`config.mk`:
```
export PLATFORM = sky130hd
export DESIGN_NAME = scan_timing
export DESIGN_NICKNAME = d
export VERILOG_FILES = /design/src/tactics_pkg.sv /design/src/scan_timing.sv
export SDC_FILE = /design/constraint.sdc
export NUM_CORES = 1
export LEC_CHECK = 0
export CORE_AREA = 2 2 70 72
export CTS_BUF_LIST = sky130_fd_sc_hd__clkbuf_2 sky130_fd_sc_hd__clkbuf_4 sky130_fd_sc_hd__clkbuf_8
export CTS_CLUSTER_SIZE = 40
export DETAILED_ROUTE_END_ITERATION = 8
export DIE_AREA = 0 0 72 74
export DONT_BUFFER_PORTS = 1
export GPL_TIMING_DRIVEN = 0
export PLACE_DENSITY = 0.69
export SYNTH_ARGS = -nofsm -noshare
export SYNTH_HDL_FRONTEND = slang
export SYNTH_SLANG_ARGS = --single-unit
```
`constraint.sdc`:
```
create_clock -name pclk -period 5.1 [get_ports pclk]
set_clock_uncertainty 0.05 [all_clocks]
set_input_delay 0 -clock pclk [delete_from_list [all_inputs] [get_ports pclk]]
set_output_delay 0 -clock pclk [all_outputs]
set_load 0.01 [all_outputs]
```
`src/tactics_pkg.sv`:
```
package tactics_pkg;

    ////////////////////////////////////////////////////////////////////////////
    // types
    ////////////////////////////////////////////////////////////////////////////

    typedef logic [11:0] rgb_t;        // 4:4:4
    typedef logic [10:0] coord_t;      // scrolled pixel coordinate
    typedef logic [10:0] map_addr_t;   // col + 40 * row
    typedef logic [3:0]  tile_kind_t;
    typedef logic [4:0]  tile_pix_t;   // position inside a tile
    typedef logic [6:0]  hp_t;
    typedef logic [3:0]  anim_count_t;

    typedef enum logic [1:0] {
        STATE_MOVE,
        STATE_ATTACK,
        STATE_HIT,
        STATE_IDLE
    } unit_state_e;

    typedef struct packed {
        logic hsync;   // active low
        logic vsync;   // active low
        logic de;
    } sync_t;

    typedef struct packed {
        map_addr_t map_addr;
        tile_pix_t tile_x;
        tile_pix_t tile_y;
    } scan_pos_t;

    typedef struct packed {
        map_addr_t   pos;
        hp_t         hp;
        unit_state_e state;
    } unit_t;

    typedef struct packed {
        rgb_t pixel;
        logic is_bar;   // health bar pixels never get tinted
    } layer_t;

    typedef struct packed {
        logic frame;
        logic tint;
        logic attack;   // picks attack colours over move colours
    } overlay_t;

    ////////////////////////////////////////////////////////////////////////////
    // timing and geometry
    ////////////////////////////////////////////////////////////////////////////

    localparam coord_t H_DISPLAY = 11'd640;
    localparam coord_t H_FRONT   = 11'd16;
    localparam coord_t H_SYNC    = 11'd96;
    localparam coord_t H_BACK    = 11'd48;
    localparam coord_t H_TOTAL   = 11'd800;
    localparam coord_t V_DISPLAY = 11'd480;
    localparam coord_t V_FRONT   = 11'd10;
    localparam coord_t V_SYNC    = 11'd2;
    localparam coord_t V_BACK    = 11'd33;
    localparam coord_t V_TOTAL   = 11'd525;

    localparam int        TILE_SHIFT = 5;
    localparam int        TILE_SIZE  = 32;
    localparam map_addr_t MAP_COLS   = 11'd40;
    localparam int        MAP_DEPTH  = 2048;

    localparam tile_pix_t BAR_TOP     = 5'd2;
    localparam tile_pix_t BAR_BOTTOM  = 5'd3;
    localparam tile_pix_t FRAME_WIDTH = 5'd2;
    localparam tile_pix_t BODY_LEFT   = 5'd8;
    localparam tile_pix_t BODY_RIGHT  = 5'd23;
    localparam tile_pix_t BODY_TOP    = 5'd6;
    localparam tile_pix_t BODY_BOTTOM = 5'd29;

    localparam hp_t         KNIGHT_HP_MAX   = 7'd127;
    localparam hp_t         WIZARD_HP_MAX   = 7'd80;
    localparam tile_kind_t  WALKABLE_LIMIT  = 4'd3;
    localparam anim_count_t HIT_FLASH_START = 4'd8;

    ////////////////////////////////////////////////////////////////////////////
    // palette
    ////////////////////////////////////////////////////////////////////////////

    localparam rgb_t COLOR_BAR_FULL  = 12'hC00;
    localparam rgb_t COLOR_BAR_EMPTY = 12'hFFF;
    localparam rgb_t COLOR_MOVE      = 12'h4AF;
    localparam rgb_t COLOR_ATTACK    = 12'hF22;
    localparam rgb_t TINT_MOVE       = 12'h010;
    localparam rgb_t TINT_ATTACK     = 12'h100;
    localparam rgb_t HIT_FLASH       = 12'h200;
    localparam rgb_t COLOR_KNIGHT    = 12'h44C;
    localparam rgb_t COLOR_WIZARD    = 12'hA4C;

    // grass, dirt, sand are walkable; water and rock from kind 3 on
    localparam rgb_t TILE_PALETTE [16] = '{
        12'h3A3, 12'h864, 12'hDC8, 12'h37C, 12'h666, 12'h252, 12'h543, 12'h999,
        12'h18A, 12'h732, 12'hAA6, 12'h424, 12'h5B8, 12'hB85, 12'h333, 12'hCCC
    };

endpackage

```
`src/scan_timing.sv`:
```
module scan_timing (
    input  logic                  pclk,
    input  logic                  reset,
    input  tactics_pkg::coord_t   scroll_x_i,
    input  tactics_pkg::coord_t   scroll_y_i,
    output tactics_pkg::scan_pos_t pos_o,
    output tactics_pkg::sync_t    sync_o
);
    import tactics_pkg::*;

    coord_t pixel_cnt;
    coord_t line_cnt;
    coord_t vis_x;
    coord_t vis_y;
    coord_t scr_x;
    coord_t scr_y;

    ////////////////////////////////////////////////////////////////////////////
    // counters
    ////////////////////////////////////////////////////////////////////////////

    always_ff @(posedge pclk) begin
        if (reset) begin
            pixel_cnt <= '0;
            line_cnt  <= '0;
        end else if (pixel_cnt == H_TOTAL - 11'd1) begin
            pixel_cnt <= '0;
            if (line_cnt == V_TOTAL - 11'd1)
                line_cnt <= '0;
            else
                line_cnt <= line_cnt + 11'd1;
        end else begin
            pixel_cnt <= pixel_cnt + 11'd1;
        end
    end

    // syncs sit right after the front porch
    always_comb begin
        sync_o.hsync = !((pixel_cnt >= H_DISPLAY + H_FRONT) &&
                         (pixel_cnt <  H_DISPLAY + H_FRONT + H_SYNC));
        sync_o.vsync = !((line_cnt >= V_DISPLAY + V_FRONT) &&
                         (line_cnt <  V_DISPLAY + V_FRONT + V_SYNC));
        sync_o.de    = (pixel_cnt < H_DISPLAY) && (line_cnt < V_DISPLAY);
    end

    ////////////////////////////////////////////////////////////////////////////
    // scrolled map position
    ////////////////////////////////////////////////////////////////////////////

    always_comb begin
        vis_x = (pixel_cnt < H_DISPLAY) ? pixel_cnt : '0;   // blanking maps to col 0
        vis_y = (line_cnt < V_DISPLAY) ? line_cnt : '0;
        scr_x = vis_x + scroll_x_i;
        scr_y = vis_y + scroll_y_i;

        pos_o.map_addr = map_addr_t'(scr_x >> TILE_SHIFT) +
                         MAP_COLS * map_addr_t'(scr_y >> TILE_SHIFT);
        pos_o.tile_x   = tile_pix_t'(scr_x);
        pos_o.tile_y   = tile_pix_t'(scr_y);
    end

endmodule

```
## After elaboration in Yosys (flattened, before gate mapping)

Cells that the tools add are included.
Widths: inputs -> output; s select.

| word-level totals | value |
|---|---|
| register bits after elaboration | 22 |
| input bits | 24 |
| output and inout bits | 24 |
| logic and storage cells | 25 |

| cells by class | value |
|---|---|
| add/subtract/negate cells | 5 |
| multiply operators | 1 |
| order comparisons | 6 |
| equality and inequality tests | 2 |
| muxes and demuxes | 3 |
| reductions and logical operators | 6 |

Operators with widths:

| operator | number |
|---|---|
| $mux 11 | 3 |
| $add 11x1->11 const B | 2 |
| $add 11x11->11 | 2 |
| $eq 11x10->1 const B | 2 |
| $lt 11x10->1 const B | 2 |
| $lt 11x9->1 const B | 2 |
| $add 6x11->11 | 1 |
| $ge 11x10->1 const B | 1 |
| $ge 11x9->1 const B | 1 |
| $mul 3x6->8 const A | 1 |
| $logic_and 1x1->1 | 3 |
| $logic_not 1->1 | 2 |
| $reduce_or 2->1 | 1 |

## Longest topological paths before layout

| logic depth | value |
|---|---|
| depth after elaboration | 5 |
| depth in mapped cells | 19 |
| gate-level depth less buffers | 18 |

## Worst setup path after synthesis

OpenSTA, ideal clock, no wires.

| timing path | value |
|---|---|
| path kind | reg-to-output |
| start point | register line_cnt[5] |
| end point | output port pos_o[20] (netlist bit) |
| data arrival time | 3.777 ns |
| data required time | 5.050 ns |
| path slack | 1.273 ns |
| cell stages (with the launch flop) | 19 |
| path buffers | 0 |
| path through | dfxtp_1 nand3_1 nor2_1 nor3_1 and2_1 ha_1 a21oi_1 nand2_1 a21o_1 a21oi_2 xor2_2 xor2_1 ha_1 fa_1 a21o_1 a21oi_1 xor2_1 xnor2_1 xnor2_1 |

RTL lines:

| element | RTL line | text |
|---|---|---|
| start, declared | scan_timing.sv:12 | `coord_t line_cnt;` |
| start signal, assigned | scan_timing.sv:31 | `line_cnt <= line_cnt + 11'd1;` |
| end, declared | scan_timing.sv:6 | `output tactics_pkg::scan_pos_t pos_o,` |

==> metrics.md <==
| Metric | Value |
|---|---|
| Post-synthesis area per instance | `8.173 µm²` |
| Final slew viol count | `0` |
| DP HPWL | `3722 µm` |
| Die X-Extent | `72 µm` |
| Max-cap viol count | `0` |
| Max FO, Critical Path | `6` |
| Top cell type's share of synthesized area | `0.1802` |
| Register-to-register setup slack | `3.14 ns` |
| Share of cells above drive strength 1 | `0.04950` |
| Post-layout min period | `4.595 ns` |
| Area occupied by multi-input gates | `1918 µm²` |
| Routed Antenna Nets | `0` |
| Int Pwr | `0.0002788 W` |
| Final #Nets | `367` |
| DR pass1 iterations | `4` |
| Register area | `440.4 µm²` |
| # diodes | `0` |
| Cell Rows | `25` |
| Critical Path AT | `4.55 ns` |
| Type of the most critical hold path | `input port to output pin` |
| Dpl cell area | `2511 µm²` |
| Startpoint types | `flop` |
| Clock sink count | `22` |
| Most frequent cell after synthesis | `ha_1` |
| Ports | `48` |
| Max VDD drop | `0.0001522 V` |
| Status | `complete, no violations` |
| Ranking of synthesized cells by area | `dfxtp_1 18%, ha_1 17%, xnor2_1 8.2%, xor2_1 7.5%, a21oi_1 4.5%` |
| Main synth FF type | `dfxtp_1` |
| Setup TNS Final | `0 ns` |
| Worst Setup Path Type | `flop to output pin` |
| CTS tree | `done` |
| Fmax | `217.6 MHz` |
| Final period utilization | `0.9010` |
| Final hold vios | `0` |
| Flops & latches, synth | `22` |
| Total number of vias | `1999` |
| Grt total ovfl | `0` |
| Required @ worst endpoint | `5.05 ns` |
| Clock slew at reported path FFs | `0.08 ns` |
| Final Wtd Congestion | `0.8018` |
| Core Box Area | `4598 µm²` |
| Register share of total power | `0.428` |
| Synth area leader | `dfxtp_1` |
| Initial drt markers | `82` |
| NetSw | `0.0001329 W` |
| Vias in the first global route | `1758` |
| Num CTS Buffers | `3` |
| Net Count, Synth | `361` |
| Worst skew pair latency | `0.26 ns` |
| Clk root buf | `clkbuf_8` |
| Clock tree buffer depth | `2` |
| Die area | `5328 µm²` |
| Sw Ratio | `0.3229` |
| Mapped Area | `2444 µm²` |
| RSZ-0062 raised after global routing | `false` |
| GRT Overall Usage | `0.1763` |
| Cells after Synth | `299` |
| Post-synth EDFFs | `0` |
| CP endpoint kind | `output pin` |
| Initial antenna violation count | `0` |
| Drt total wl | `4535 µm` |
| Worst slew pin tran | `0.6504 ns` |
| Filler cells | `444` |
| First-pass GRT wire length | `7583 µm` |
| Area delta synth->final | `4.864%` |
| Post-CTS setup buffers | `0` |
| Cell area after layout | `2562 µm²` |
| Count of cell types in the netlist | `46` |
| H-tree levels | `1` |
| # DRC | `0` |
| Critical path origin | `line_cnt[1]` |
| Combinational share of power | `0.310` |
| Worst slew margin | `0.5624` |
| Asr flop ratio synth | `0` |
| R2R Path Start | `pixel_cnt[1]` |
| Height of the die | `74 µm` |
| Yosys warning count | `0` |
| PwrDens | `160.7 nW/µm²` |
| Largest net degree at the start of global routing | `12` |
| Top cells by count, synth | `34 x ha_1, 27 x nor2_1, 23 x xnor2_1` |
| Routed WL per cell | `12.70 µm` |
| Leak pwr | `1.168 nW` |
| Hold path startpoint | `scroll_y_i[0]` |
| # setup viols final | `0` |
| Clock power frac | `0.262` |
| PortBufs | `0` |
| Via-to-Cell Ratio | `5.599` |
| Register area share after synthesis | `0.1802` |
| Initial Utilization | `0.5314` |
-- cells in the final DEF, fill, tap and decap left out, types with 5 or more instances in the layout --
cell	n
nor2_1	27
xnor2_1	23
o21a_1	5
o21ai_0	8
xor2_1	21
a21o_1	9
nand3_1	16
ha_1	34
dfxtp_1	22
and2_1	14
a21oi_1	22
inv_1	16
nand2_1	20
nor3_1	9
-- metrics by stage --
step                power (W)  worst slack, ns  instances  hold slack (ns)    util
floorplan           0.0002915            1.273        299          0.01907       -
global placement    0.0003050           0.8597        353          0.02368  0.5461
global route        0.0004363          0.07007        357           0.1076  0.5573
CTS                 0.0004193           0.4820        357           0.1061  0.5573
finish              0.0004117           0.5048        357           0.1041  0.5573
detailed placement  0.0003077           0.7737        353          0.02598  0.5461
-- state kept, by name, indices dropped and copies added (netlist names) --
register / cells
line_cnt: 11
pixel_cnt: 11
-- layout make-up --
cell class | count | area share
inverters | 16 | 0.02344
well taps | 54 | 0.02637
multi-input cells | 255 | 0.7485
flip-flops and latches | 22 | 0.1719
repair buffers | 1 | 0.003906
plain buffers | 6 | 0.009766
clock buffers | 3 | 0.01611
-- power by group through the flow --
stage	combinational (W)	clock [W]	sequential (W)
5_1_grt	0.000144	0.000116	0.000177
3_3_place_gp	0.000125	0	0.000180
4_1_cts	0.000129	0.000114	0.000176
2_1_floorplan	0.000112	0	0.000180
3_5_place_dp	0.000127	0	0.000180
6_report	0.000128	0.000108	0.000176
-- critical path, stage by stage (launching register included) --
cell and delay [ns]:
dfxtp_1 0.44, inv_1 0.11, nor4_1 0.60, ha_1 0.35, a21o_1 0.17, a21oi_1 0.20
o21a_1 0.22, o221ai_1 0.14, a21oi_1 0.20, xnor2_1 0.17, ha_1 0.30, fa_1 0.61
nand2_1 0.06, nor2_1 0.17, nand3_1 0.13, xnor2_1 0.16, xnor2_1 0.25
-- final timing paths --
kind / cells after the start / endpoint
worst min register to register: 1 / pixel_cnt[0]
worst min-delay path: 1 / pos_o[0]
worst max-delay path: 16 / pos_o[20]
worst max register to register: 8 / line_cnt[7]
-- timing repair --
item	4_1_cts	5_1_grt
endpoints found under the hold margin	13	0
hold buffers	1	0
gates resized for setup	0	0
-- cell families after synthesis --
kind of cell	Yosys count	synth area share
other	1	0.001535
buffers and inverters	22	0.03482
xor gates and xnor gates	45	0.1644
muxes	1	0.004096
and+or+nand+nor	115	0.2576
AOI/OAI and AO/OA	55	0.1505
adders and majority gates	38	0.2069
DFF	22	0.1802
-- per-layer routing --
| layer | vias to the layer above | track usage | share of wire |
|---|---|---|---|
| met1 | 914 | 0.2432 | 0.49 |
| met4 | 0 | 0.05660 | 0.014 |
| li1 | 1050 | - | - |
| met3 | 5 | 0.01626 | 0.029 |
| met5 | - | 0 | 0 |
| met2 | 30 | 0.2932 | 0.47 |
No activity file was read; power rests on OpenSTA's default activity.
