File: config.mk
export PLATFORM = sky130hd
export DESIGN_NAME = pixel_compositor
export DESIGN_NICKNAME = d
export VERILOG_FILES = /design/src/tactics_pkg.sv /design/src/pixel_compositor.sv
export SDC_FILE = /design/constraint.sdc
export NUM_CORES = 1
export LEC_CHECK = 0
export ABC_CLOCK_PERIOD_IN_PS = 2000
export BUFFER_PORTS_ARGS = -buffer_cell sky130_fd_sc_hd__buf_2
export CAP_MARGIN = 15
export CORE_AREA = 5 5 46 48
export CTS_CLUSTER_SIZE = 16
export DETAILED_ROUTE_END_ITERATION = 12
export DIE_AREA = 0 0 51 53
export PLACE_DENSITY = 0.73
export SLEW_MARGIN = 0
export SYNTH_ARGS = -nofsm -noshare
export SYNTH_HDL_FRONTEND = slang
export SYNTH_SLANG_ARGS = --single-unit
File: constraint.sdc
create_clock -name pclk -period 2 [get_ports pclk]
set_input_delay 0.4 -clock pclk [delete_from_list [all_inputs] [get_ports pclk]]
set_output_delay 0.4 -clock pclk [all_outputs]
set_load 0.1 [all_outputs]
File: src/tactics_pkg.sv
package tactics_pkg;

    ////////////////////////////////////////////////////////////////////////////
    // types
    ////////////////////////////////////////////////////////////////////////////

    typedef logic [11:0] rgb_t;        // 4:4:4
    typedef logic [10:0] coord_t;      // scrolled pixel coordinate
    typedef logic [10:0] map_addr_t;   // col + 40 * row
    typedef logic [3:0]  tile_kind_t;
    typedef logic [4:0]  tile_pix_t;   // position inside a tile
    typedef logic [6:0]  hp_t;
    typedef logic [3:0]  anim_count_t;

    typedef enum logic [1:0] {
        STATE_MOVE,
        STATE_ATTACK,
        STATE_HIT,
        STATE_IDLE
    } unit_state_e;

    typedef struct packed {
        logic hsync;   // active low
        logic vsync;   // active low
        logic de;
    } sync_t;

    typedef struct packed {
        map_addr_t map_addr;
        tile_pix_t tile_x;
        tile_pix_t tile_y;
    } scan_pos_t;

    typedef struct packed {
        map_addr_t   pos;
        hp_t         hp;
        unit_state_e state;
    } unit_t;

    typedef struct packed {
        rgb_t pixel;
        logic is_bar;   // health bar pixels never get tinted
    } layer_t;

    typedef struct packed {
        logic frame;
        logic tint;
        logic attack;   // picks attack colours over move colours
    } overlay_t;

    ////////////////////////////////////////////////////////////////////////////
    // timing and geometry
    ////////////////////////////////////////////////////////////////////////////

    localparam coord_t H_DISPLAY = 11'd640;
    localparam coord_t H_FRONT   = 11'd16;
    localparam coord_t H_SYNC    = 11'd96;
    localparam coord_t H_BACK    = 11'd48;
    localparam coord_t H_TOTAL   = 11'd800;
    localparam coord_t V_DISPLAY = 11'd480;
    localparam coord_t V_FRONT   = 11'd10;
    localparam coord_t V_SYNC    = 11'd2;
    localparam coord_t V_BACK    = 11'd33;
    localparam coord_t V_TOTAL   = 11'd525;

    localparam int        TILE_SHIFT = 5;
    localparam int        TILE_SIZE  = 32;
    localparam map_addr_t MAP_COLS   = 11'd40;
    localparam int        MAP_DEPTH  = 2048;

    localparam tile_pix_t BAR_TOP     = 5'd2;
    localparam tile_pix_t BAR_BOTTOM  = 5'd3;
    localparam tile_pix_t FRAME_WIDTH = 5'd2;
    localparam tile_pix_t BODY_LEFT   = 5'd8;
    localparam tile_pix_t BODY_RIGHT  = 5'd23;
    localparam tile_pix_t BODY_TOP    = 5'd6;
    localparam tile_pix_t BODY_BOTTOM = 5'd29;

    localparam hp_t         KNIGHT_HP_MAX   = 7'd127;
    localparam hp_t         WIZARD_HP_MAX   = 7'd80;
    localparam tile_kind_t  WALKABLE_LIMIT  = 4'd3;
    localparam anim_count_t HIT_FLASH_START = 4'd8;

    ////////////////////////////////////////////////////////////////////////////
    // palette
    ////////////////////////////////////////////////////////////////////////////

    localparam rgb_t COLOR_BAR_FULL  = 12'hC00;
    localparam rgb_t COLOR_BAR_EMPTY = 12'hFFF;
    localparam rgb_t COLOR_MOVE      = 12'h4AF;
    localparam rgb_t COLOR_ATTACK    = 12'hF22;
    localparam rgb_t TINT_MOVE       = 12'h010;
    localparam rgb_t TINT_ATTACK     = 12'h100;
    localparam rgb_t HIT_FLASH       = 12'h200;
    localparam rgb_t COLOR_KNIGHT    = 12'h44C;
    localparam rgb_t COLOR_WIZARD    = 12'hA4C;

    // grass, dirt, sand are walkable; water and rock from kind 3 on
    localparam rgb_t TILE_PALETTE [16] = '{
        12'h3A3, 12'h864, 12'hDC8, 12'h37C, 12'h666, 12'h252, 12'h543, 12'h999,
        12'h18A, 12'h732, 12'hAA6, 12'h424, 12'h5B8, 12'hB85, 12'h333, 12'hCCC
    };

endpackage

File: src/pixel_compositor.sv
module pixel_compositor (
    input  logic                  pclk,
    input  logic                  reset,
    input  tactics_pkg::layer_t   layer_i,
    input  tactics_pkg::overlay_t overlay_i,
    input  tactics_pkg::sync_t    sync_i,
    output tactics_pkg::rgb_t     rgb_o,
    output logic                  hsync_o,
    output logic                  vsync_o,
    output logic                  de_o
);
    import tactics_pkg::*;

    rgb_t  mix_rgb;
    sync_t sync_q;

    always_comb begin
        if (overlay_i.frame)
            mix_rgb = overlay_i.attack ? COLOR_ATTACK : COLOR_MOVE;
        else if (overlay_i.tint && !layer_i.is_bar)
            mix_rgb = layer_i.pixel + (overlay_i.attack ? TINT_ATTACK : TINT_MOVE);
        else
            mix_rgb = layer_i.pixel;
    end

    always_ff @(posedge pclk) begin
        if (reset) begin
            rgb_o        <= '0;
            sync_q.hsync <= 1'b1;
            sync_q.vsync <= 1'b1;
            sync_q.de    <= 1'b0;
        end else begin
            rgb_o  <= sync_i.de ? mix_rgb : '0;   // black in blanking
            sync_q <= sync_i;
        end
    end

    assign hsync_o = sync_q.hsync;
    assign vsync_o = sync_q.vsync;
    assign de_o    = sync_q.de;

endmodule

Yosys cells after proc, flatten, opt, wreduce, memory -nomap -nowiden
Cells that the tools add are included. Widths: inputs -> output; s select.

Word-level logic and storage cells: 13. Bits in registers: 15. Input bits: 21.

Mux-type cells: 4. Add/subtract/negate cells: 1. Bitwise logic cells: 1. Reduce and logical (&&, ||, !) cells: 3.

Operators by type and width (number): $mux 12 (3); $add 12x9->12 (1); $mux 9 (1); $reduce_or 2->1 (1); $logic_and 1x1->1 (1); $logic_not 1->1 (1); $not 1->1 (1).

Longest topological paths before layout
Gate-level depths: netlist of run 1.

Depth in word-level cells: 4. Depth in mapped cells: 7. Mapped depth without buffers: 7.

Least setup slack after synthesis of run 1
OpenSTA, ideal clock, no wires.

Path type: input-to-reg. From: input port layer_i[9] (netlist bit). To: register rgb_o[11]. Library setup time: 122 ps. Data arrival time: 1431 ps. Buffers on the path: 0. Stages: 5. Path slack: 448 ps. Path through: ha_1 > and3_1 > a31oi_1 > nor3_1 > o311a_1.

Word-level cells in the longest chain between the ends: 3.

RTL lines: start, declared (line pixel_compositor.sv:4) `input tactics_pkg::layer_t layer_i,`; $add 12x9->12 (line pixel_compositor.sv:21) `mix_rgb = layer_i.pixel + (overlay_i.attack ? TINT_ATTACK : TINT_MOVE);`; $mux 12 (line pixel_compositor.sv:20) `else if (overlay_i.tint && !layer_i.is_bar)`; $mux 12 (line pixel_compositor.sv:18) `if (overlay_i.frame)`; end signal, assigned (line pixel_compositor.sv:33) `rgb_o <= sync_i.de ? mix_rgb : '0;`; end, declared (line pixel_compositor.sv:7) `output tactics_pkg::rgb_t rgb_o,`.

Every way passes these cells. A chain may end at the register's enable or synchronous reset.

Worst setup path after layout of run 1
From: input port overlay_i[0] (netlist bit). To: register rgb_o[8].

Word-level cells in the longest chain between the ends: 4. Elaborated cells between the ends (all ways): 5. Classes of those cells: 1 x add/sub; 4 x mux.

RTL lines: start, declared (line pixel_compositor.sv:5) `input tactics_pkg::overlay_t overlay_i,`; $mux 9 (line pixel_compositor.sv:21); $add 12x9->12 (line pixel_compositor.sv:21); $mux 12 (line pixel_compositor.sv:20); $mux 12 * (line pixel_compositor.sv:18).

Every way passes the cells marked *; elsewhere a longest branch is shown, timed or not.

==> results of run 1 <==
## path summary, 6_finish.rpt
path	slack, ns	depth (start not counted)	endpoint
setup / recovery	0.47	8	rgb_o[8]$_SDFF_PP0_
hold / removal	0.30	2	hsync_o$_SDFF_PP1_
## routing by layer
layer | share of wire | routed length [um] | vias to the layer above | global-route usage
li1 | - | - | 309 | -
met1 | 0.37 | 609 | 281 | 0.125
met2 | 0.50 | 816 | 38 | 0.219
met3 | 0.092 | 151 | 8 | 0.0225
met4 | 0.038 | 62 | 0 | 0.108
met5 | 0 | 0 | - | 0
## layout by cell type, fill, tap and decap left out, types with 3 or more instances in the layout
cell type and n:
a21oi_1 4, buf_2 35, clkbuf_4 3, dfxtp_1 15, ha_1 3, nand2_1 4, nand2b_1 4, nand3_1 3
nor2_1 4, nor3_1 3, xnor2_1 3
## sequential cells by signal, summed over array words and instances (netlist names)
signal and count:
vsync_o 1, de_o 1, rgb_o 12, hsync_o 1
## report_power, final
part | internal, uW | total (uW) | leakage (uW) | switching (uW)
clock | 77.3 | 166 | 0.0000150 | 88.4
sequential | 313 | 316 | 0.000124 | 3.24
combinational | 48.4 | 202 | 0.000306 | 153
total | 438 | 683 | 0.000445 | 245
## cell families (layout without fill, tap and decap cells)
group,after synthesis,in the layout
compound gates,14,14
xor+xnor,5,5
fa+ha+maj,3,3
buf+inv,5,41
flops,15,15
mux,1,1
simple gates,24,24
## cells in the mapped netlist
master and instances:
buf_6 1, xor2_1 2, nand3_1 3, nor2b_2 1
a31oi_1 1, clkbuf_1 2, a211oi_1 1, nand2_1 4
o311a_1 1, inv_1 2, o21a_1 2, and3_1 1
a41o_2 1, o211a_1 2, nor2b_1 1, mux2i_1 1
xnor2_1 3, a211o_1 1, dfxtp_1 15, and4b_1 1
a21oi_1 4, nand2b_1 4, nor3_1 3, ha_1 3
a22oi_1 1, nor2_1 4, or2_2 2
## layout make-up
cell class                 instances  area [sq um]
multi-input combinational         47           327
clock buffer                       4          26.3
sequential                        15           300
tap                               17          21.3
inverter                           2          7.51
timing repair buffer              35           175
fill                             170           813
## per-stage QoR
stage	setup WS, ns	total power, uW	hold WS (ns)
2_1_floorplan	0.448	477	0.504
3_3_place_gp	0.243	521	0.582
3_5_place_dp	0.214	524	0.589
4_1_cts	0.507	688	0.297
5_1_grt	0.408	713	0.293
6_report	0.470	683	0.299
## worst max-delay path, cell delays in order
cell     delay [ns]
buf_2          0.12
inv_1          0.07
ha_1           0.19
ha_1           0.20
nand3_1        0.09
xor2_1         0.16
a211o_1        0.30
a21oi_1        0.20
==> out/metrics.cfg, run 1 <==
[clocking]
htreeDepth = 1
cts_tree = yes
clockBufferDepth = 2
cts_made_buffers = 3
clockRootBuffer = clkbuf_4
cts-resized-gates = 0
path_clk_slew_ns = 0.08
cts_hold_buffers = 0
cts_setup_buffers = 0
cts.sinks = 15

[logic_synthesis]
synth.area.top_cells = dfxtp_1, ha_1, xnor2_1
synth_top_area_cell = dfxtp_1
syn_area_sq_um = 653
synth_seq_cells = 15
postSynthCellCount = 67
yosys.area_share.simple = 0.197
synth_compound_area_frac = 0.163
postSynthAreaPerCell_sq_um = 9.75
ys_warn_count = 0
synth_top_family_by_area = simple AND/OR/NAND/NOR gates
synth_top_area_share = 0.460
synth_mux_area_frac = 0.0153
synth-xor-area-share = 0.0670
yosysSeqAreaShare = 0.460
synth_fp_nets = 91
synth_fa_ha_area_frac = 0.0575
ys_types = 27

[die]
coreArea_sq_um = 1670
die_w_um = 51
start_util = 0.391
rows = 15
die_height_um = 53
io_pins = 36
dieArea_sq_um = 2700

[grt]
grt_antenna_before_repair = 0
grt_pass1_vias = 589
grt_overflow = 0
grtUsageTotal = 0.124
grt_pass1_wl_um = 2390
grt_max_degree = 15

[timing]
slew_viol_final = 0
finalHoldViolations = 0
setup_viol = 0
worst_pin_slew_ns = 0.487
setup_tns_ns = 0
fin_crit_sh = 0.765
min_period_ns = 1.53
fmax_mhz = 653
relSlewSlack = 0.677
rsz0062_at_grt = no

[outcome]
status = finished clean

[pwr]
powerDensity_nw_per_um2 = 797
power.leakage_uw = 0.000445
peakVddDrop_mv = 0.250

[final_layout]
area_growth_pct = 31.2
postLayoutCellArea_sq_um = 857
nNetsFinal = 128
post-route-util = 0.513
drive_above_1_share = 0.408
layout.cells.non_filler = 120
n_antenna_cell = 0

[drt]
drc = 0
first_iter_violations = 4
wl_per_cell_um = 13.7
drtAntennaViolNets = 0
dr_total_vias = 636
avgViaCountPerCell = 5.30
first_pass_iters = 4
wirelength_um = 1640

[placed_design]
gp_congestion = 0.707
placed_cells = 116
dpl-instance-area_sq_um = 831
dp_hpwl_um = 1280
portBuffers = 35

[worst_hold_path]
holdCritStartpoint = sync_i[2]
hold_class = input port to flop

[critical_path]
startpoint_type = input port
crit_type = input port to flop
cp-end-kind = flop
crit_required_ns = 2.20
critical_path_peak_fanout = 3
arrival_ns = 1.73
startpoint = overlay_i[0]

[flow_run]
maxCapViolations = 0

(Power assumes the default switching activity.)
==> run 2: changes to the inputs <==
--- a/config.mk
+++ b/config.mk
@@ -5,14 +5,15 @@
 export SDC_FILE = /design/constraint.sdc
 export NUM_CORES = 1
 export LEC_CHECK = 0
-export ABC_CLOCK_PERIOD_IN_PS = 2000
+export ABC_AREA = 1
+export ABC_CLOCK_PERIOD_IN_PS = 1300
 export BUFFER_PORTS_ARGS = -buffer_cell sky130_fd_sc_hd__buf_2
 export CAP_MARGIN = 15
-export CORE_AREA = 5 5 46 48
+export CORE_AREA = 5 5 49 51
 export CTS_CLUSTER_SIZE = 16
 export DETAILED_ROUTE_END_ITERATION = 12
-export DIE_AREA = 0 0 51 53
-export PLACE_DENSITY = 0.73
+export DIE_AREA = 0 0 54 56
+export PLACE_DENSITY = 0.69
 export SLEW_MARGIN = 0
 export SYNTH_ARGS = -nofsm -noshare
 export SYNTH_HDL_FRONTEND = slang
==> constraint.sdc (replaced) <==
create_clock -name pclk -period 1.3 [get_ports pclk]
set_input_delay 0.26 -clock pclk [delete_from_list [all_inputs] [get_ports pclk]]
set_output_delay 0.26 -clock pclk [all_outputs]
set_load 0.1 [all_outputs]
==> out/metrics.cfg, run 2 <==
[outcome]
status = finished clean

[logic_synthesis]
synth_fa_ha_area_frac = 0.0556  ; -0.00192
synth_seq_cells = 15  ; unchanged
yosys.area_share.simple = 0.276  ; +0.0786
synth-xor-area-share = 0.0259  ; -0.0411
ys_types = 20  ; -26%
synth-async-reset-ratio = 0  ; unchanged
synth_mux_area_frac = 0  ; -0.0153
post-synth-top-count-cell = dfxtp_1
postSynthAreaPerCell_sq_um = 7.86  ; -19%
synth-main-ff-cell = dfxtp_1
synth_common_cells = dfxtp_1, nand2_1, nor2_1, inv_1, nand3_1
synth.area.top_cells = dfxtp_1, nand2_1, nor2_1
synth_fp_nets = 110  ; +21%
yosysSeqAreaShare = 0.444  ; -0.0153
synth_top_area_cell = dfxtp_1
synth-edff-count = 0  ; unchanged
syn_area_sq_um = 676  ; +3.4%
synth_compound_area_frac = 0.126  ; -0.0369
synth_top_family_by_area = simple AND/OR/NAND/NOR gates
postSynthCellCount = 86  ; +28%
synth_top_area_share = 0.444  ; -0.0153
ys_warn_count = 0  ; unchanged

[clocking]
cts_made_buffers = 3  ; unchanged
clockRootBuffer = clkbuf_4
clockBufferDepth = 2  ; unchanged
cts_setup_buffers = 0  ; unchanged
htreeDepth = 1  ; unchanged
cts.sinks = 15  ; unchanged
path_clk_slew_ns = 0.08  ; about the same
cts_tree = yes
cts_hold_buffers = 0  ; unchanged

[final_layout]
post-route-util = 0.538  ; +0.0250
largest_reg_flops = 12  ; unchanged
nNetsFinal = 153  ; +20%
layout_commonest_cell = buf_2
multi_input_area_sq_um = 327  ; unchanged
num-fill-cells = 184  ; +8.2%
regMostFlops = rgb_o
postLayoutCellArea_sq_um = 1020  ; +19%
drive_above_1_share = 0.391  ; -0.0171
most-common-layout-cells = buf_2, dfxtp_1, nor2_1, nand2_1, inv_1
n_antenna_cell = 0  ; unchanged
layout.cells.non_filler = 155  ; +29%
area.sequential_sq_um = 300  ; unchanged
area_growth_pct = 51.5

[flow_run]
maxCapViolations = 0  ; unchanged

[drt]
drtAntennaViolNets = 0  ; unchanged
wirelength_um = 1600  ; -2.2%
avgViaCountPerCell = 4.35  ; -18%
dr_total_vias = 674  ; +6.0%
drc = 0  ; unchanged
first_iter_violations = 14  ; +10
first_pass_iters = 4  ; unchanged
wl_per_cell_um = 10.3  ; -24%

[grt]
grt_pass1_wl_um = 2470  ; +3.2%
grt_overflow = 0  ; unchanged
grtUsageTotal = 0.112  ; -0.0114
grt_antenna_before_repair = 0  ; unchanged
grt_max_degree = 9  ; -6
grt_pass1_vias = 630  ; +7.0%

[timing]
whs_ns = 0.160  ; -0.139 ns
worst_pin_slew_ns = 0.490  ; +0.00317 ns
relSlewSlack = 0.675  ; -0.00210
min_period_ns = 1.27
slew_viol_final = 0  ; unchanged
rsz0062_at_grt = no
fmax_mhz = 789
fin_crit_sh = 0.975
setup_viol = 0  ; unchanged
finalHoldViolations = 0  ; unchanged

[placed_design]
dpl-instance-area_sq_um = 982  ; +18%
dp_hpwl_um = 1360  ; +5.9%
gp_congestion = 0.779  ; +10%
placed_cells = 151  ; +30%
portBuffers = 35  ; unchanged

[worst_hold_path]
holdCritStartpoint = sync_i[2]
hold_class = input port to flop
worstHoldEndpoint = hsync_o$_SDFF_PP1_
hold_depth = 2  ; unchanged

[critical_path]
crit_type = flop to output port
path_buf_inv = 1  ; -1
critical_path_peak_fanout = 1  ; -2
crit_required_ns = 1.04  ; -1.16 ns
path_cells = buf_2
max_stage_delay_ns = 0.42  ; +0.12 ns
cp-end-kind = output port
arrival_ns = 1.01  ; -0.72 ns
startpoint_type = flop
critPathTopFamily = buffers and inverters
crit_slowest_cell = buf_2

[die]
start_util = 0.355  ; -0.0357
io_pins = 36  ; unchanged
die_height_um = 56  ; +5.7%
dieArea_sq_um = 3020  ; +12%
die_w_um = 54  ; +5.9%
coreArea_sq_um = 1900  ; +14%
rows = 16  ; +1

[pwr]
powerDensity_nw_per_um2 = 1070  ; +34%
swShare = 0.360  ; +0.00122
power.leakage_uw = 0.000543  ; +22%
seq_power_share = 0.448  ; -0.014
clock_power_share = 0.234  ; -0.008
pwr-share-comb = 0.319  ; +0.024
fin_total_pwr_uw = 1100  ; +61%
peakVddDrop_mv = 0.417  ; +67%
intPower_uw = 703  ; +60%
switchingPower_uw = 395  ; +61%

## run 2: cell count changes in the layout (fill, tap and decap cells not counted), sizes merged, moves of 3 or more
| cell | delta |
|---|---|
| nand2b | -4 |
| nor2 | +11 |
| clkbuf | +5 |
| inv | +11 |
| xnor2 | -3 |
| nand2 | +12 |
| nand3 | +4 |
| o21ai | +5 |
## run 2: what timing repair did
item,CTS,global route
setup endpoints to repair,1,5
gates resized for setup,1,5
endpoints found under the hold margin,0,0
## run 2: final cells by class
| class | count | area share |
|---|---|---|
| multi-input cells | 58 | 0.319 |
| flip-flops and latches | 15 | 0.293 |
| repair buffers | 38 | 0.281 |
| inverters | 13 | 0.0477 |
| well taps | 27 | 0.0330 |
| clock buffers | 4 | 0.0257 |
## run 2: cells by family after synthesis
logic type,Yosys count
buffers and inverters,13
XOR/XNOR,2
adder cells (fa/ha/maj),3
AND/OR/NAND/NOR,41
flip-flops,15
AO/OA/AOI/OAI,12
## run 2: routing by layer
metal / wire [um] / share of wire / track usage
met1: 648 / 0.40 / 0.117
met2: 720 / 0.45 / 0.183
met3: 170 / 0.11 / 0.0295
met4: 63 / 0.039 / 0.0854
met5: 0 / 0 / 0
## run 2: per-stage QoR
stage | setup slack (ns) | TNS (ns)
floorplan | 0.0830 | 0
global placement | -0.0674 | -0.168
detailed placement | -0.117 | -0.362
CTS | 0.00287 | 0
global route | 0.00114 | 0
finish | 0.0320 | 0
## run 2: worst max-delay path by stage
stage / from / endpoint / cells past startpoint
2_1_floorplan: overlay_i[0] / rgb_o[10]$_SDFF_PP0_ / 10
5_1_grt: rgb_o[8]$_SDFF_PP0_ / rgb_o[8] / 1
4_1_cts: vsync_o$_SDFF_PP1_ / vsync_o / 1
6_report: rgb_o[8]$_SDFF_PP0_ / rgb_o[8] / 1
3_3_place_gp: overlay_i[0] / rgb_o[10]$_SDFF_PP0_ / 11
3_5_place_dp: overlay_i[0] / rgb_o[10]$_SDFF_PP0_ / 11
## run 2: power by group through the flow
stage / clock network (uW) / registers, uW / logic [uW]
after floorplan: 0 / 666 / 74.8
after detailed placement: 0 / 502 / 347
after global routing: 288 / 493 / 370
final: 256 / 491 / 350
after CTS: 268 / 491 / 348
after global placement: 0 / 501 / 344
