File: config.mk
export PLATFORM = sky130hd
export DESIGN_NAME = range_overlay
export DESIGN_NICKNAME = d
export VERILOG_FILES = /design/src/tactics_pkg.sv /design/src/range_overlay.sv
export SDC_FILE = /design/constraint.sdc
export NUM_CORES = 1
export LEC_CHECK = 0
export ABC_AREA = 1
export BUFFER_PORTS_ARGS = -buffer_cell sky130_fd_sc_hd__buf_2
export CAP_MARGIN = 5
export CELL_PAD_IN_SITES_DETAIL_PLACEMENT = 2
export CELL_PAD_IN_SITES_GLOBAL_PLACEMENT = 2
export CORE_ASPECT_RATIO = 0.6
export CORE_MARGIN = 4
export CORE_UTILIZATION = 27
export DETAILED_ROUTE_END_ITERATION = 16
export PLACE_DENSITY = 0.91
export SLEW_MARGIN = 0
export SYNTH_ARGS = -nofsm -noshare
export SYNTH_HDL_FRONTEND = slang
export SYNTH_SLANG_ARGS = --single-unit
File: constraint.sdc
create_clock -name vclk -period 3
set_input_delay 0.15 -clock vclk [all_inputs]
set_output_delay 0.15 -clock vclk [all_outputs]
set_load 0.05 [all_outputs]
File: src/tactics_pkg.sv
package tactics_pkg;

    ////////////////////////////////////////////////////////////////////////////
    // types
    ////////////////////////////////////////////////////////////////////////////

    typedef logic [11:0] rgb_t;        // 4:4:4
    typedef logic [10:0] coord_t;      // scrolled pixel coordinate
    typedef logic [10:0] map_addr_t;   // col + 40 * row
    typedef logic [3:0]  tile_kind_t;
    typedef logic [4:0]  tile_pix_t;   // position inside a tile
    typedef logic [6:0]  hp_t;
    typedef logic [3:0]  anim_count_t;

    typedef enum logic [1:0] {
        STATE_MOVE,
        STATE_ATTACK,
        STATE_HIT,
        STATE_IDLE
    } unit_state_e;

    typedef struct packed {
        logic hsync;   // active low
        logic vsync;   // active low
        logic de;
    } sync_t;

    typedef struct packed {
        map_addr_t map_addr;
        tile_pix_t tile_x;
        tile_pix_t tile_y;
    } scan_pos_t;

    typedef struct packed {
        map_addr_t   pos;
        hp_t         hp;
        unit_state_e state;
    } unit_t;

    typedef struct packed {
        rgb_t pixel;
        logic is_bar;   // health bar pixels never get tinted
    } layer_t;

    typedef struct packed {
        logic frame;
        logic tint;
        logic attack;   // picks attack colours over move colours
    } overlay_t;

    ////////////////////////////////////////////////////////////////////////////
    // timing and geometry
    ////////////////////////////////////////////////////////////////////////////

    localparam coord_t H_DISPLAY = 11'd640;
    localparam coord_t H_FRONT   = 11'd16;
    localparam coord_t H_SYNC    = 11'd96;
    localparam coord_t H_BACK    = 11'd48;
    localparam coord_t H_TOTAL   = 11'd800;
    localparam coord_t V_DISPLAY = 11'd480;
    localparam coord_t V_FRONT   = 11'd10;
    localparam coord_t V_SYNC    = 11'd2;
    localparam coord_t V_BACK    = 11'd33;
    localparam coord_t V_TOTAL   = 11'd525;

    localparam int        TILE_SHIFT = 5;
    localparam int        TILE_SIZE  = 32;
    localparam map_addr_t MAP_COLS   = 11'd40;
    localparam int        MAP_DEPTH  = 2048;

    localparam tile_pix_t BAR_TOP     = 5'd2;
    localparam tile_pix_t BAR_BOTTOM  = 5'd3;
    localparam tile_pix_t FRAME_WIDTH = 5'd2;
    localparam tile_pix_t BODY_LEFT   = 5'd8;
    localparam tile_pix_t BODY_RIGHT  = 5'd23;
    localparam tile_pix_t BODY_TOP    = 5'd6;
    localparam tile_pix_t BODY_BOTTOM = 5'd29;

    localparam hp_t         KNIGHT_HP_MAX   = 7'd127;
    localparam hp_t         WIZARD_HP_MAX   = 7'd80;
    localparam tile_kind_t  WALKABLE_LIMIT  = 4'd3;
    localparam anim_count_t HIT_FLASH_START = 4'd8;

    ////////////////////////////////////////////////////////////////////////////
    // palette
    ////////////////////////////////////////////////////////////////////////////

    localparam rgb_t COLOR_BAR_FULL  = 12'hC00;
    localparam rgb_t COLOR_BAR_EMPTY = 12'hFFF;
    localparam rgb_t COLOR_MOVE      = 12'h4AF;
    localparam rgb_t COLOR_ATTACK    = 12'hF22;
    localparam rgb_t TINT_MOVE       = 12'h010;
    localparam rgb_t TINT_ATTACK     = 12'h100;
    localparam rgb_t HIT_FLASH       = 12'h200;
    localparam rgb_t COLOR_KNIGHT    = 12'h44C;
    localparam rgb_t COLOR_WIZARD    = 12'hA4C;

    // grass, dirt, sand are walkable; water and rock from kind 3 on
    localparam rgb_t TILE_PALETTE [16] = '{
        12'h3A3, 12'h864, 12'hDC8, 12'h37C, 12'h666, 12'h252, 12'h543, 12'h999,
        12'h18A, 12'h732, 12'hAA6, 12'h424, 12'h5B8, 12'hB85, 12'h333, 12'hCCC
    };

endpackage

File: src/range_overlay.sv
module range_overlay (
    input  tactics_pkg::scan_pos_t   pos_i,
    input  tactics_pkg::tile_kind_t  kind_i,
    input  tactics_pkg::unit_t       knight_i,
    input  tactics_pkg::map_addr_t   selected_i,
    input  tactics_pkg::map_addr_t   action_i,
    input  tactics_pkg::unit_state_e player_state_i,
    output tactics_pkg::overlay_t    overlay_o
);
    import tactics_pkg::*;

    logic active;
    logic in_band;
    logic walkable;
    logic knight_acts;
    logic near_four;
    logic same_line;
    logic in_range;
    logic on_selected;

    assign active = (player_state_i == STATE_MOVE) || (player_state_i == STATE_ATTACK);

    // outer two pixels of the tile
    assign in_band = (pos_i.tile_x < FRAME_WIDTH) ||
                     (pos_i.tile_x >= tile_pix_t'(TILE_SIZE - int'(FRAME_WIDTH))) ||
                     (pos_i.tile_y < FRAME_WIDTH) ||
                     (pos_i.tile_y >= tile_pix_t'(TILE_SIZE - int'(FRAME_WIDTH)));

    assign walkable    = kind_i < WALKABLE_LIMIT;
    assign on_selected = pos_i.map_addr == selected_i;

    ////////////////////////////////////////////////////////////////////////////
    // action range
    ////////////////////////////////////////////////////////////////////////////

    assign knight_acts = action_i == knight_i.pos;

    assign near_four = (pos_i.map_addr == action_i - 11'd1) ||
                       (pos_i.map_addr == action_i + 11'd1) ||
                       (pos_i.map_addr == action_i - MAP_COLS) ||
                       (pos_i.map_addr == action_i + MAP_COLS);

    // wizard reaches the whole row and column
    assign same_line = (pos_i.map_addr / MAP_COLS == action_i / MAP_COLS) ||
                       (pos_i.map_addr % MAP_COLS == action_i % MAP_COLS);

    assign in_range = knight_acts ? near_four : same_line;

    always_comb begin
        overlay_o.attack = player_state_i == STATE_ATTACK;
        overlay_o.frame  = 1'b0;
        overlay_o.tint   = 1'b0;
        if (active) begin
            if (on_selected) begin
                overlay_o.frame = in_band;
                overlay_o.tint  = !in_band;
            end else begin
                overlay_o.frame = in_range && walkable && in_band;
            end
        end
    end

endmodule

# After elaboration in Yosys (flattened, before gate mapping)
# Cells that the tools add are included.
word_totals:
  mem_bits_rw: 0
  word_cells: 38
  in_bits: 69
  n_memories: 0
  reg_bits: 0
  romBits: 0
  latch_bits: 0
classes:
  n_reduce_logical: 12
  shift: 0
  addsub: 4
  n_bitwise: 0
  magnitude_cmp: 5
  eq_ne: 9
  multipliers: 0
  mux: 4
  div: 4
ops:
  columns: ["op", "count"]
  rows:
  - ["11-bit == test", 8]
  - ["11-bit by 6-bit divider with 11-bit output (second input constant)", 2]
  - ["11-bit by 6-bit modulo with 11-bit output (second input constant)", 2]
  - ["11-bit by 1-bit adder with 11-bit output (second input constant)", 1]
  - ["11-bit by 6-bit adder with 11-bit output (second input constant)", 1]
  - ["11-bit by 1-bit subtractor with 11-bit output (second input constant)", 1]
  - ["11-bit by 6-bit subtractor with 11-bit output (second input constant)", 1]
  - ["5-bit greater-or-equal comparator (second input constant)", 2]
  - ["5-bit by 2-bit less-than comparator with 1-bit output (second input constant)", 2]
  - ["1-bit logical OR", 8]
  - ["4-bit by 2-bit less-than comparator with 1-bit output (second input constant)", 1]
  - ["1-bit two-way mux", 3]
  - ["2-bit by 1-bit == test with 1-bit output (second input constant)", 1]
  - ["1-bit logical AND", 2]
  - ["2-bit logical NOT", 1]
  - ["2-bit two-way mux", 1]
  - ["1-bit logical NOT", 1]

# Longest topological paths before layout
# Gate-level depths: netlist of the first run.
logic_depth:
  ltp_word: 10
  ltp_mapped: 36
  mapped_depth_nobuf: 35

# Worst setup path before layout of the first run
# OpenSTA, ideal clock, no wires.
synth_path:
  kind: "input port to output port"
  startpoint: "input pos_i[20] in the netlist's numbering"
  endpoint: "output overlay_o[2] in the netlist's numbering"
  slack_ns: 0.026
  arrival_time_ns: 2.824
  n_path_buf: 1
  path_stages: 34
  path_cell_list: "clkbuf_8 -> inv_1 -> nand3_1 -> nand2_2 -> clkinv_2 -> nand2_2 -> nand2_1 -> nand2_2 -> inv_2 -> nand2_4 -> nand2_4 -> nand2_2 -> nand2_2 -> inv_2 -> nand2_4 -> nand2_2 -> nand2_2 -> nand2_2 -> inv_2 -> nand2_4 -> nand2_4 -> nand2_2 -> nand3_2 -> nand2_2 -> nand2_4 -> nand2_1 -> nand2_1 -> nand2_1 -> nand2_1 -> nor2_1 -> nand2_1 -> nand2_1 -> nand2_1 -> a21oi_2"
synth_lines:
  columns: ["element", "line_no", "text"]
  rows:
  - ["start, declared", "range_overlay.sv:2", "input tactics_pkg::scan_pos_t pos_i,"]
  - ["end, declared", "range_overlay.sv:8", "output tactics_pkg::overlay_t overlay_o"]

==> results.json, run 1 <==
{
  "wire_per_inst_um": 26.4,
  "final_period_minus_worst_setup_slack_ns": 3.70,
  "first_global_vias": 4042,
  "post_route_cells_drive_above_1_share": 0.497,
  "post-synth-top-area-fraction": 0.138,
  "grt_antenna_before_repair": 0,
  "fp.coreArea_mm2": 0.00862,
  "cp-endpoint": "overlay_o[2]",
  "drt_pass1_iterations": 5,
  "flow.area_growth_from_synthesis_pct": 58.6,
  "ir_drop_mv": 0.260,
  "synthCells": 419,
  "rsz0062_at_grt": "yes",
  "wl_met3_um": 929,
  "hold_class": "input pin to primary output",
  "grt_start_max_net_pins": 10,
  "grt_pass1_wl_um": 22200,
  "grt.total_usage": 0.271,
  "floorplan.die.height_um": 81.4,
  "seq_cells": 0,
  "drt-total-wl_um": 17400,
  "timing.critical_path.from": "action_i[8]",
  "fin_cells": 659,
  "num-fill-cells": 1041,
  "boundaryPins": 72,
  "slowest_delay_ns": 0.25,
  "finalHoldWorstSlack_ns": 0.645,
  "worstSetupStartpointType": "input pin",
  "numPlacedInstances": 631,
  "run_status": "finished, violations left",
  "final-hold-violation-count": 0,
  "dr.max_layer_used": "met4",
  "post-place-ws_ns": -0.717,
  "placement.io_buffers": 61,
  "synth-seq-area-share": 0,
  "cp.arrival_ns": 3.55,
  "pleak_nw": 1.94,
  "finalWeightedCongestion": 0.882,
  "worst_slew_pin_slew_ns": 0.729,
  "drcViolationCount": 0,
  "placementRows": 26,
  "global_route.overflow_total": 0,
  "n_clock_buffer": 0,
  "timing.setup.critical_path_class": "input pin to primary output",
  "timing_max_transition_violations_final": 0,
  "max_cap_viols": 0,
  "drtIter0Drc": 292,
  "synth.top_cells.by_area": "nand2_1, xor2_1, nand3_1, inv_1, nand2_2",
  "fmaxAchievable_mhz": 270,
  "combined_area_of_the_multi_input_logic_cells_mm2": 0.00247,
  "violations": "negative setup slack",
  "antenna_cells": 0,
  "detailroute.via_count": 3766,
  "fp.dieW_um": 130,
  "final_util": 0.445,
  "initial_core_utilization": 0.281,
  "synthesis.nets": 493,
  "post_synthesis_instance_area_mm2": 0.00242,
  "worst_ep_required_time_ns": 2.85,
  "post_synth_num_cell_types": 46,
  "crit_path_top_delay_cell": "o21ai_4",
  "dieArea_mm2": 0.0106,
  "met2WireLength_um": 8380,
  "timing.slew.headroom": 0.512,
  "sequential_cell_area_um2": 0,
  "vias_per_cell": 5.71,
  "crit_path_max_fanout": 5,
  "setup_violations": 1,
  "finalNetCount": 623,
  "timing.final.crit_share": 1.23,
  "endpoint_kind": "primary output",
  "synth_largest_area_cell": "nand2_1",
  "worst_slack_ns": -0.701,
  "detailedPlacementHpwl_um": 10400,
  "postRouteAntennaNets": 0,
  "cp_common_cell": "nand2_2",
  "wirelength_met1_um": 7270,
  "power.density_cell_area_mw_per_mm2": 377,
  "yosysWarnings": 0,
  "mean_instance_size_in_the_synthesized_netlist_um2": 5.78,
  "ctsHoldBuffers": 0
}
-- placed cells by master, fill, tap and decap left out, types with 3 or more instances in the layout --
cell and count:
nand2_4 25, nand2_8 5, buf_4 73, buf_2 53
nand3_1 35, o22ai_1 4, a221oi_1 4, xnor2_1 6
buf_6 7, nand2_1 57, nor3_1 8, a21oi_1 6
a21oi_2 3, o21ai_0 10, nor4_1 4, clkbuf_4 3
o21ai_4 3, or2_2 3, nand4_1 11, inv_1 41
inv_4 9, ha_1 5, xor2_1 35, nand3_4 9
inv_2 14, o21ai_1 3, nor2_1 28, o2111ai_1 3
nand2_2 39, nand3_2 12
-- cells by family after synthesis --
group                    Yosys count  synth area share
AND/OR/NAND/NOR                  246             0.550
buffers and inverters             78             0.141
AO/OA/AOI/OAI                     48             0.132
XOR/XNOR                          42             0.152
adder cells (fa/ha/maj)            5            0.0258
-- synth_stat cells, drive strengths merged, types with 5 or more instances --
cell	number
inv	66
nand4	13
xnor2	6
nor3	8
nand2	126
nor2	31
clkbuf	5
xor2	36
a21oi	10
nand3	56
ha	5
o21ai	17
-- report_power, final --
part	internal, W	switching, W
clock	0	0
sequential	0	0
combinational	0.000532	0.000914
-- per-layer routing --
metal	GRT usage	vias up
met4	0.0871	0
met1	0.321	1900
met2	0.511	166
met3	0.0296	63
li1	-	1637
met5	0	-
-- final cells by class --
type | instances | area share
inverter | 69 | 0.0776
tap | 112 | 0.0365
multi-input combinational | 341 | 0.642
timing repair buffer | 137 | 0.243
-- critical path: cells and delay by family --
| family | cells | cell delay [ns] |
|---|---|---|
| and+or+nand+nor | 18 | 1.80 |
| buffers and inverters | 7 | 0.69 |
| AOI/OAI and AO/OA | 5 | 0.88 |
-- through the flow --
step / setup TNS [ns] / total power (W) / instance area, um^2
2_1_floorplan: 0 / 0.000596 / 2420
3_3_place_gp: -0.144 / 0.000853 / 3150
3_5_place_dp: -0.717 / 0.000950 / 3150
4_1_cts: -0.374 / 0.00107 / 3410
5_1_grt: -0.816 / 0.00151 / 3840
6_report: -0.701 / 0.00145 / 3840
-- worst min path at each step --
stage	cells after the start	from	endpoint	slack, ns
final	3	player_state_i[1]	overlay_o[0]	0.64
after global routing	3	player_state_i[1]	overlay_o[0]	0.66
after CTS	3	player_state_i[1]	overlay_o[0]	0.65
after detailed placement	3	player_state_i[1]	overlay_o[0]	0.64
after global placement	3	player_state_i[1]	overlay_o[0]	0.63
after floorplan	1	player_state_i[1]	overlay_o[0]	0.48
-- repair_timing --
item                       4_1_cts  5_1_grt
buffers inserted                10       18
setup endpoints to repair        1        1
gates resized for setup         46       77
pin swaps                       27       42
(Power assumes the default switching activity.)
==> run 2, diff against run 1 <==
- CORE_UTILIZATION: 27 -> 29
- PLACE_DENSITY: 0.91 -> 0.95
- clock period: 3 -> 4.7 ns (I/O delays scaled with it)
==> run 2 against run 1 <==
  * The run now ends clean
  * Flip-flop and latch count stayed put
  * Final area is 27% lower
  * Non-clock buffer count is 76 lower
  * Worst hold slack better by 0.18 ns
  * Die area is 6.4% lower
  * Sequential share of layout area stayed put
  * Critical path depth is 4 higher
  * Wire length is 41% lower
  * Setup slack better by 1.6 ns
  * Critical path type unchanged
  * Critical endpoint unchanged
==> results.json, run 2 (same netlist as run 1, synthesis figures left out) <==
{
  "sequential_cell_area_um2": 0,
  "post_route_cells_drive_above_1_share": 0.297,
  "vias_per_cell": 5.30,
  "drt-total-wl_um": 10200,
  "placement.io_buffers": 61,
  "grt_antenna_before_repair": 0,
  "initial_core_utilization": 0.302,
  "post-place-ws_ns": 0.870,
  "first_global_vias": 3446,
  "worstHoldEndpoint": "overlay_o[0]",
  "flow.area_growth_from_synthesis_pct": 15.0,
  "pleak_nw": 1.47,
  "hold_class": "input pin to primary output",
  "antenna_cells": 0,
  "fp.dieW_um": 126,
  "ctsHoldBuffers": 0,
  "seq_power_share": 0,
  "worstSetupStartpointType": "input pin",
  "grt_start_max_net_pins": 14,
  "global_route.overflow_total": 0,
  "floorplan.die.height_um": 78.8,
  "finalNetCount": 547,
  "layout.cells.most_common_list": "nand2_1, buf_2, inv_1",
  "crit_path_max_fanout": 9,
  "power.share.switching": 0.670,
  "finish.instance_area_mm2": 0.00278,
  "seq_cells": 0,
  "power_frac_comb": 1.000,
  "cp.arrival_ns": 3.60,
  "fin_tns_setup_ns": 0,
  "timing.final.crit_share": 0.815,
  "timing.hold.worst.start": "player_state_i[1]",
  "setup_violations": 0,
  "buffer_count_from_post_cts_setup_fixing": 0,
  "wire_per_inst_um": 17.7,
  "grt.total_usage": 0.203,
  "endpoint_kind": "primary output",
  "num-fill-cells": 1079,
  "combined_area_of_the_multi_input_logic_cells_mm2": 0.00208,
  "boundaryPins": 72,
  "drcViolationCount": 0,
  "hold-path-cell-count": 3,
  "ir_drop_mv": 0.0632,
  "placementRows": 25,
  "fp.coreArea_mm2": 0.00801,
  "p_clk_frac": 0,
  "drtIter0Drc": 101,
  "timing.setup.critical_path_class": "input pin to primary output",
  "grt_pass1_wl_um": 17000,
  "timing.slew.headroom": 0.577,
  "worst_slew_pin_slew_ns": 0.632,
  "postRouteAntennaNets": 0,
  "drt_pass1_iterations": 4,
  "n_clock_buffer": 0,
  "finalWeightedCongestion": 0.851,
  "fmaxAchievable_mhz": 261,
  "crit_path_top_delay_cell": "buf_2",
  "run_status": "completed",
  "rsz0062_at_grt": "no",
  "detailroute.via_count": 3066,
  "dpl-instance-area_mm2": 0.00278,
  "worst_slack_ns": 0.868,
  "p_int_w": 0.000170,
  "timing_max_transition_violations_final": 0,
  "final_period_minus_worst_setup_slack_ns": 3.83,
  "final_common_cell": "nand2_1",
  "worst_ep_required_time_ns": 4.47,
  "final-hold-violation-count": 0,
  "dieArea_mm2": 0.00992,
  "detailedPlacementHpwl_um": 9170,
  "max_cap_viols": 0,
  "power.density_cell_area_mw_per_mm2": 185,
  "number_of_instances_resized_during_post_cts_repair": 0,
  "netSwitchingPower_w": 0.000346,
  "slowest_delay_ns": 0.27,
  "cp_common_cell": "nand2_1"
}
-- run 2: cell count changes in the layout (fill, tap and decap cells not counted), moves of 4 or more --
cell / before / now
inv_4: 9 / 1
nand2_1: 57 / 89
nand2_2: 39 / 24
nand3_1: 35 / 45
buf_6: 7 / 0
buf_4: 73 / 0
inv_1: 41 / 47
buf_2: 53 / 61
nand3_4: 9 / 1
nand2_8: 5 / 0
inv_2: 14 / 18
nand2_4: 25 / 13
-- run 2: area by class of cell --
| cell class | instances | share of cell area |
|---|---|---|
| Inverter | 69 | 0.0944 |
| Multi-Input combinational cell | 341 | 0.747 |
| Tap cell | 108 | 0.0485 |
| Timing Repair Buffer | 61 | 0.110 |
-- run 2: per-stage QoR --
| step | cells | hold WS [ns] | power, W | utilization |
|---|---|---|---|---|
| floorplan | 419 | 0.646 | 0.000381 | - |
| global placement | 579 | 0.811 | 0.000475 | 0.348 |
| detailed placement | 579 | 0.837 | 0.000520 | 0.348 |
| CTS | 579 | 0.838 | 0.000522 | 0.348 |
| global route | 579 | 0.848 | 0.000584 | 0.348 |
| finish | 579 | 0.829 | 0.000516 | 0.348 |
-- run 2: power by group through the flow --
stage,registers [W],clock network [W],logic (W)
4_1_cts,0,0,0.000522
6_report,0,0,0.000516
3_5_place_dp,0,0,0.000520
2_1_floorplan,0,0,0.000381
3_3_place_gp,0,0,0.000475
5_1_grt,0,0,0.000584
-- run 2: layer usage --
layer / wire length, um / track usage / up-vias
li1: - / - / 1487
met1: 4620 / 0.255 / 1514
met2: 5250 / 0.394 / 52
met3: 198 / 0.00739 / 13
met4: 178 / 0.0332 / 0
met5: 0 / 0 / -
-- run 2: how the worst max path moves through the flow --
| stage | start | to | slack (ns) | cells after the start |
|---|---|---|---|---|
| floorplan | pos_i[20] | overlay_o[2] | 1.56 | 34 |
| global placement | action_i[8] | overlay_o[2] | 1.16 | 34 |
| detailed placement | action_i[8] | overlay_o[2] | 0.87 | 34 |
| CTS | action_i[8] | overlay_o[2] | 0.86 | 35 |
| global route | action_i[8] | overlay_o[2] | 0.52 | 34 |
| finish | action_i[8] | overlay_o[2] | 0.87 | 34 |
-- run 2: worst max-delay path: cells and delay by family --
kind / cells / cell delay [ns]
simple gates: 26 / 2.38
compound gates: 1 / 0.11
buf+inv: 7 / 0.85
==> run 3, diff against run 2 <==
- ABC_AREA: 1 -> 0
- CORE_UTILIZATION: 29 -> 28
- PLACE_DENSITY: 0.95 -> 0.91
- clock period: 4.7 -> 3.3 ns (I/O delays scaled with it)
==> run 3 against run 2 <==
  * Critical path depth shrank 23
  * Global-route usage shrank 0.36 points
  * Worst hold slack lost 0.15 ns
  * Setup slack lost 0.81 ns
  * Sequential share of layout area is the same
  * First-iteration DRC count grew 60%
  * Non-clock buffer count grew 29
  * Largest cell class unchanged
  * Critical path type unchanged
==> results.json, run 3 <==
{
  "synth.top_cells.by_area": "xnor2_1, xor2_1, nand2_1, nand3_1, o21ai_0",
  "worstSetupStartpointType": "input pin",
  "post_synthesis_instance_area_mm2": 0.00283,
  "timing_max_transition_violations_final": 0,
  "drtIter0Drc": 162,
  "setup_violations": 0,
  "post-synth-top-area-fraction": 0.142,
  "boundaryPins": 72,
  "detailedPlacementHpwl_um": 10200,
  "buffer_count_from_post_cts_setup_fixing": 0,
  "timing.hold.worst.start": "player_state_i[1]",
  "drt-total-wl_um": 12300,
  "cp_delay_by_family_top": "compound AO/OA/AOI/OAI gates",
  "grt_start_max_net_pins": 23,
  "synthMostInstantiatedCell": "xnor2_1",
  "timing.slew.headroom": 0.520,
  "timing.setup.critical_path_class": "input pin to primary output",
  "fp.dieW_um": 138,
  "number_of_instances_resized_during_post_cts_repair": 0,
  "synth.top_cells.by_count": "xnor2_1, nand2_1, nand3_1",
  "final-hold-violation-count": 0,
  "cp.arrival_ns": 3.08,
  "initial_core_utilization": 0.288,
  "cp_common_cell": "buf_2",
  "post_route_cells_drive_above_1_share": 0.245,
  "n_clock_buffer": 0,
  "synthesis.nets": 481,
  "yosysWarnings": 0,
  "finalWeightedCongestion": 0.878,
  "rsz0062_at_grt": "no",
  "run_status": "completed",
  "mean_instance_size_in_the_synthesized_netlist_um2": 6.96,
  "finalNetCount": 538,
  "num-fill-cells": 1227,
  "worst-path-buf-inv": 3,
  "synth-seq-area-share": 0,
  "grt.total_usage": 0.200,
  "fmaxAchievable_mhz": 308,
  "endpoint_kind": "primary output",
  "antenna_cells": 0,
  "timing.critical_path.from": "action_i[7]",
  "slowest_delay_ns": 0.61,
  "worst_slew_pin_slew_ns": 0.714,
  "dieArea_mm2": 0.0118,
  "placementRows": 28,
  "max_cap_viols": 0,
  "flow.area_growth_from_synthesis_pct": 17.0,
  "crit_path_top_delay_cell": "a2111oi_0",
  "fp.coreArea_mm2": 0.00984,
  "crit_path_max_fanout": 16,
  "wire_per_inst_um": 20.6,
  "placement.io_buffers": 61,
  "grt_antenna_before_repair": 0,
  "vias_per_cell": 5.68,
  "postRouteAntennaNets": 0,
  "power.density_cell_area_mw_per_mm2": 165,
  "drt_pass1_iterations": 4,
  "finalHoldWorstSlack_ns": 0.678,
  "grt_pass1_wl_um": 19300,
  "global_route.overflow_total": 0,
  "combined_area_of_the_multi_input_logic_cells_mm2": 0.00257,
  "synth_largest_area_cell": "xnor2_1",
  "detailroute.via_count": 3391,
  "sequential_cell_area_um2": 0,
  "ctsHoldBuffers": 0,
  "final_util": 0.337,
  "floorplan.die.height_um": 85.9,
  "fin_tns_setup_ns": 0,
  "hold_class": "input pin to primary output",
  "layout.cells.most_common_list": "buf_2, xnor2_1, nand2_1",
  "pleak_nw": 1.24,
  "first_global_vias": 3537,
  "worst_ep_required_time_ns": 3.13,
  "final_period_minus_worst_setup_slack_ns": 3.24,
  "worstPathCellList": "buf_2 > inv_1 > or3_1 > xnor2_1 > nand4_1 > a2111oi_0 > o211ai_1 > a311oi_1 > nand2_1 > o31ai_2 > buf_2",
  "drcViolationCount": 0,
  "post_synth_num_cell_types": 83,
  "ir_drop_mv": 0.0469,
  "final_common_cell": "buf_2",
  "synthCells": 407,
  "timing.final.crit_share": 0.982,
  "seq_cells": 0
}
==> run 3: cell count changes after synthesis, sizes merged, moves of 7 or more <==
cell    previous run  this run
nand3             56        25
a21oi             10        17
a31oi              0        10
nor2b              0         9
buf                4        27
nand2b             0        10
nor2              31        21
nand2            126        34
nand4             13         5
inv               66        13
xnor2              6        47
xor2              36        21
==> run 3: metrics by stage <==
stage,power [W],worst slack [ns],instances,area (um^2)
2_1_floorplan,0.000375,0.323,407,2830
3_3_place_gp,0.000504,0.219,597,3300
3_5_place_dp,0.000539,0.153,597,3300
4_1_cts,0.000542,0.138,597,3300
5_1_grt,0.000596,0.00968,597,3310
6_report,0.000547,0.0579,597,3310
==> run 3: metal layers <==
metal	vias up	GRT usage	share of wire
met2	69	0.332	0.44
met1	1685	0.300	0.51
met5	-	0	0
met4	0	0.00987	0.0054
li1	1630	-	-
met3	7	0.00821	0.045
==> run 3: where the power goes <==
part | switching (W) | internal [W] | total [W]
Clock | 0 | 0 | 0
Sequential | 0 | 0 | 0
Combinational | 0.000322 | 0.000225 | 0.000547
==> run 3: tightest hold or removal path: stages <==
cell     delay [ns]
buf_2          0.10
nor2b_1        0.04
buf_2          0.20
==> run 3: area by class of cell <==
cell class | instances | area share
inverters | 14 | 0.0159
repair buffers | 90 | 0.158
multi-input cells | 358 | 0.775
well taps | 135 | 0.0510
==> run 3: logic make-up (layout without fill, tap and decap cells) <==
family	count (synthesis)	count (layout)	synth area share
XOR/XNOR	68	68	0.216
multiplexers	5	5	0.0199
buffers and inverters	49	104	0.0968
adder cells (fa/ha/maj)	6	6	0.0261
AO/OA/AOI/OAI	120	120	0.325
AND/OR/NAND/NOR	159	159	0.316
==> run 3: final timing paths <==
kind	slack, ns	depth (start not counted)	endpoint
setup / recovery	0.06	11	overlay_o[2]
hold / removal	0.68	3	overlay_o[0]
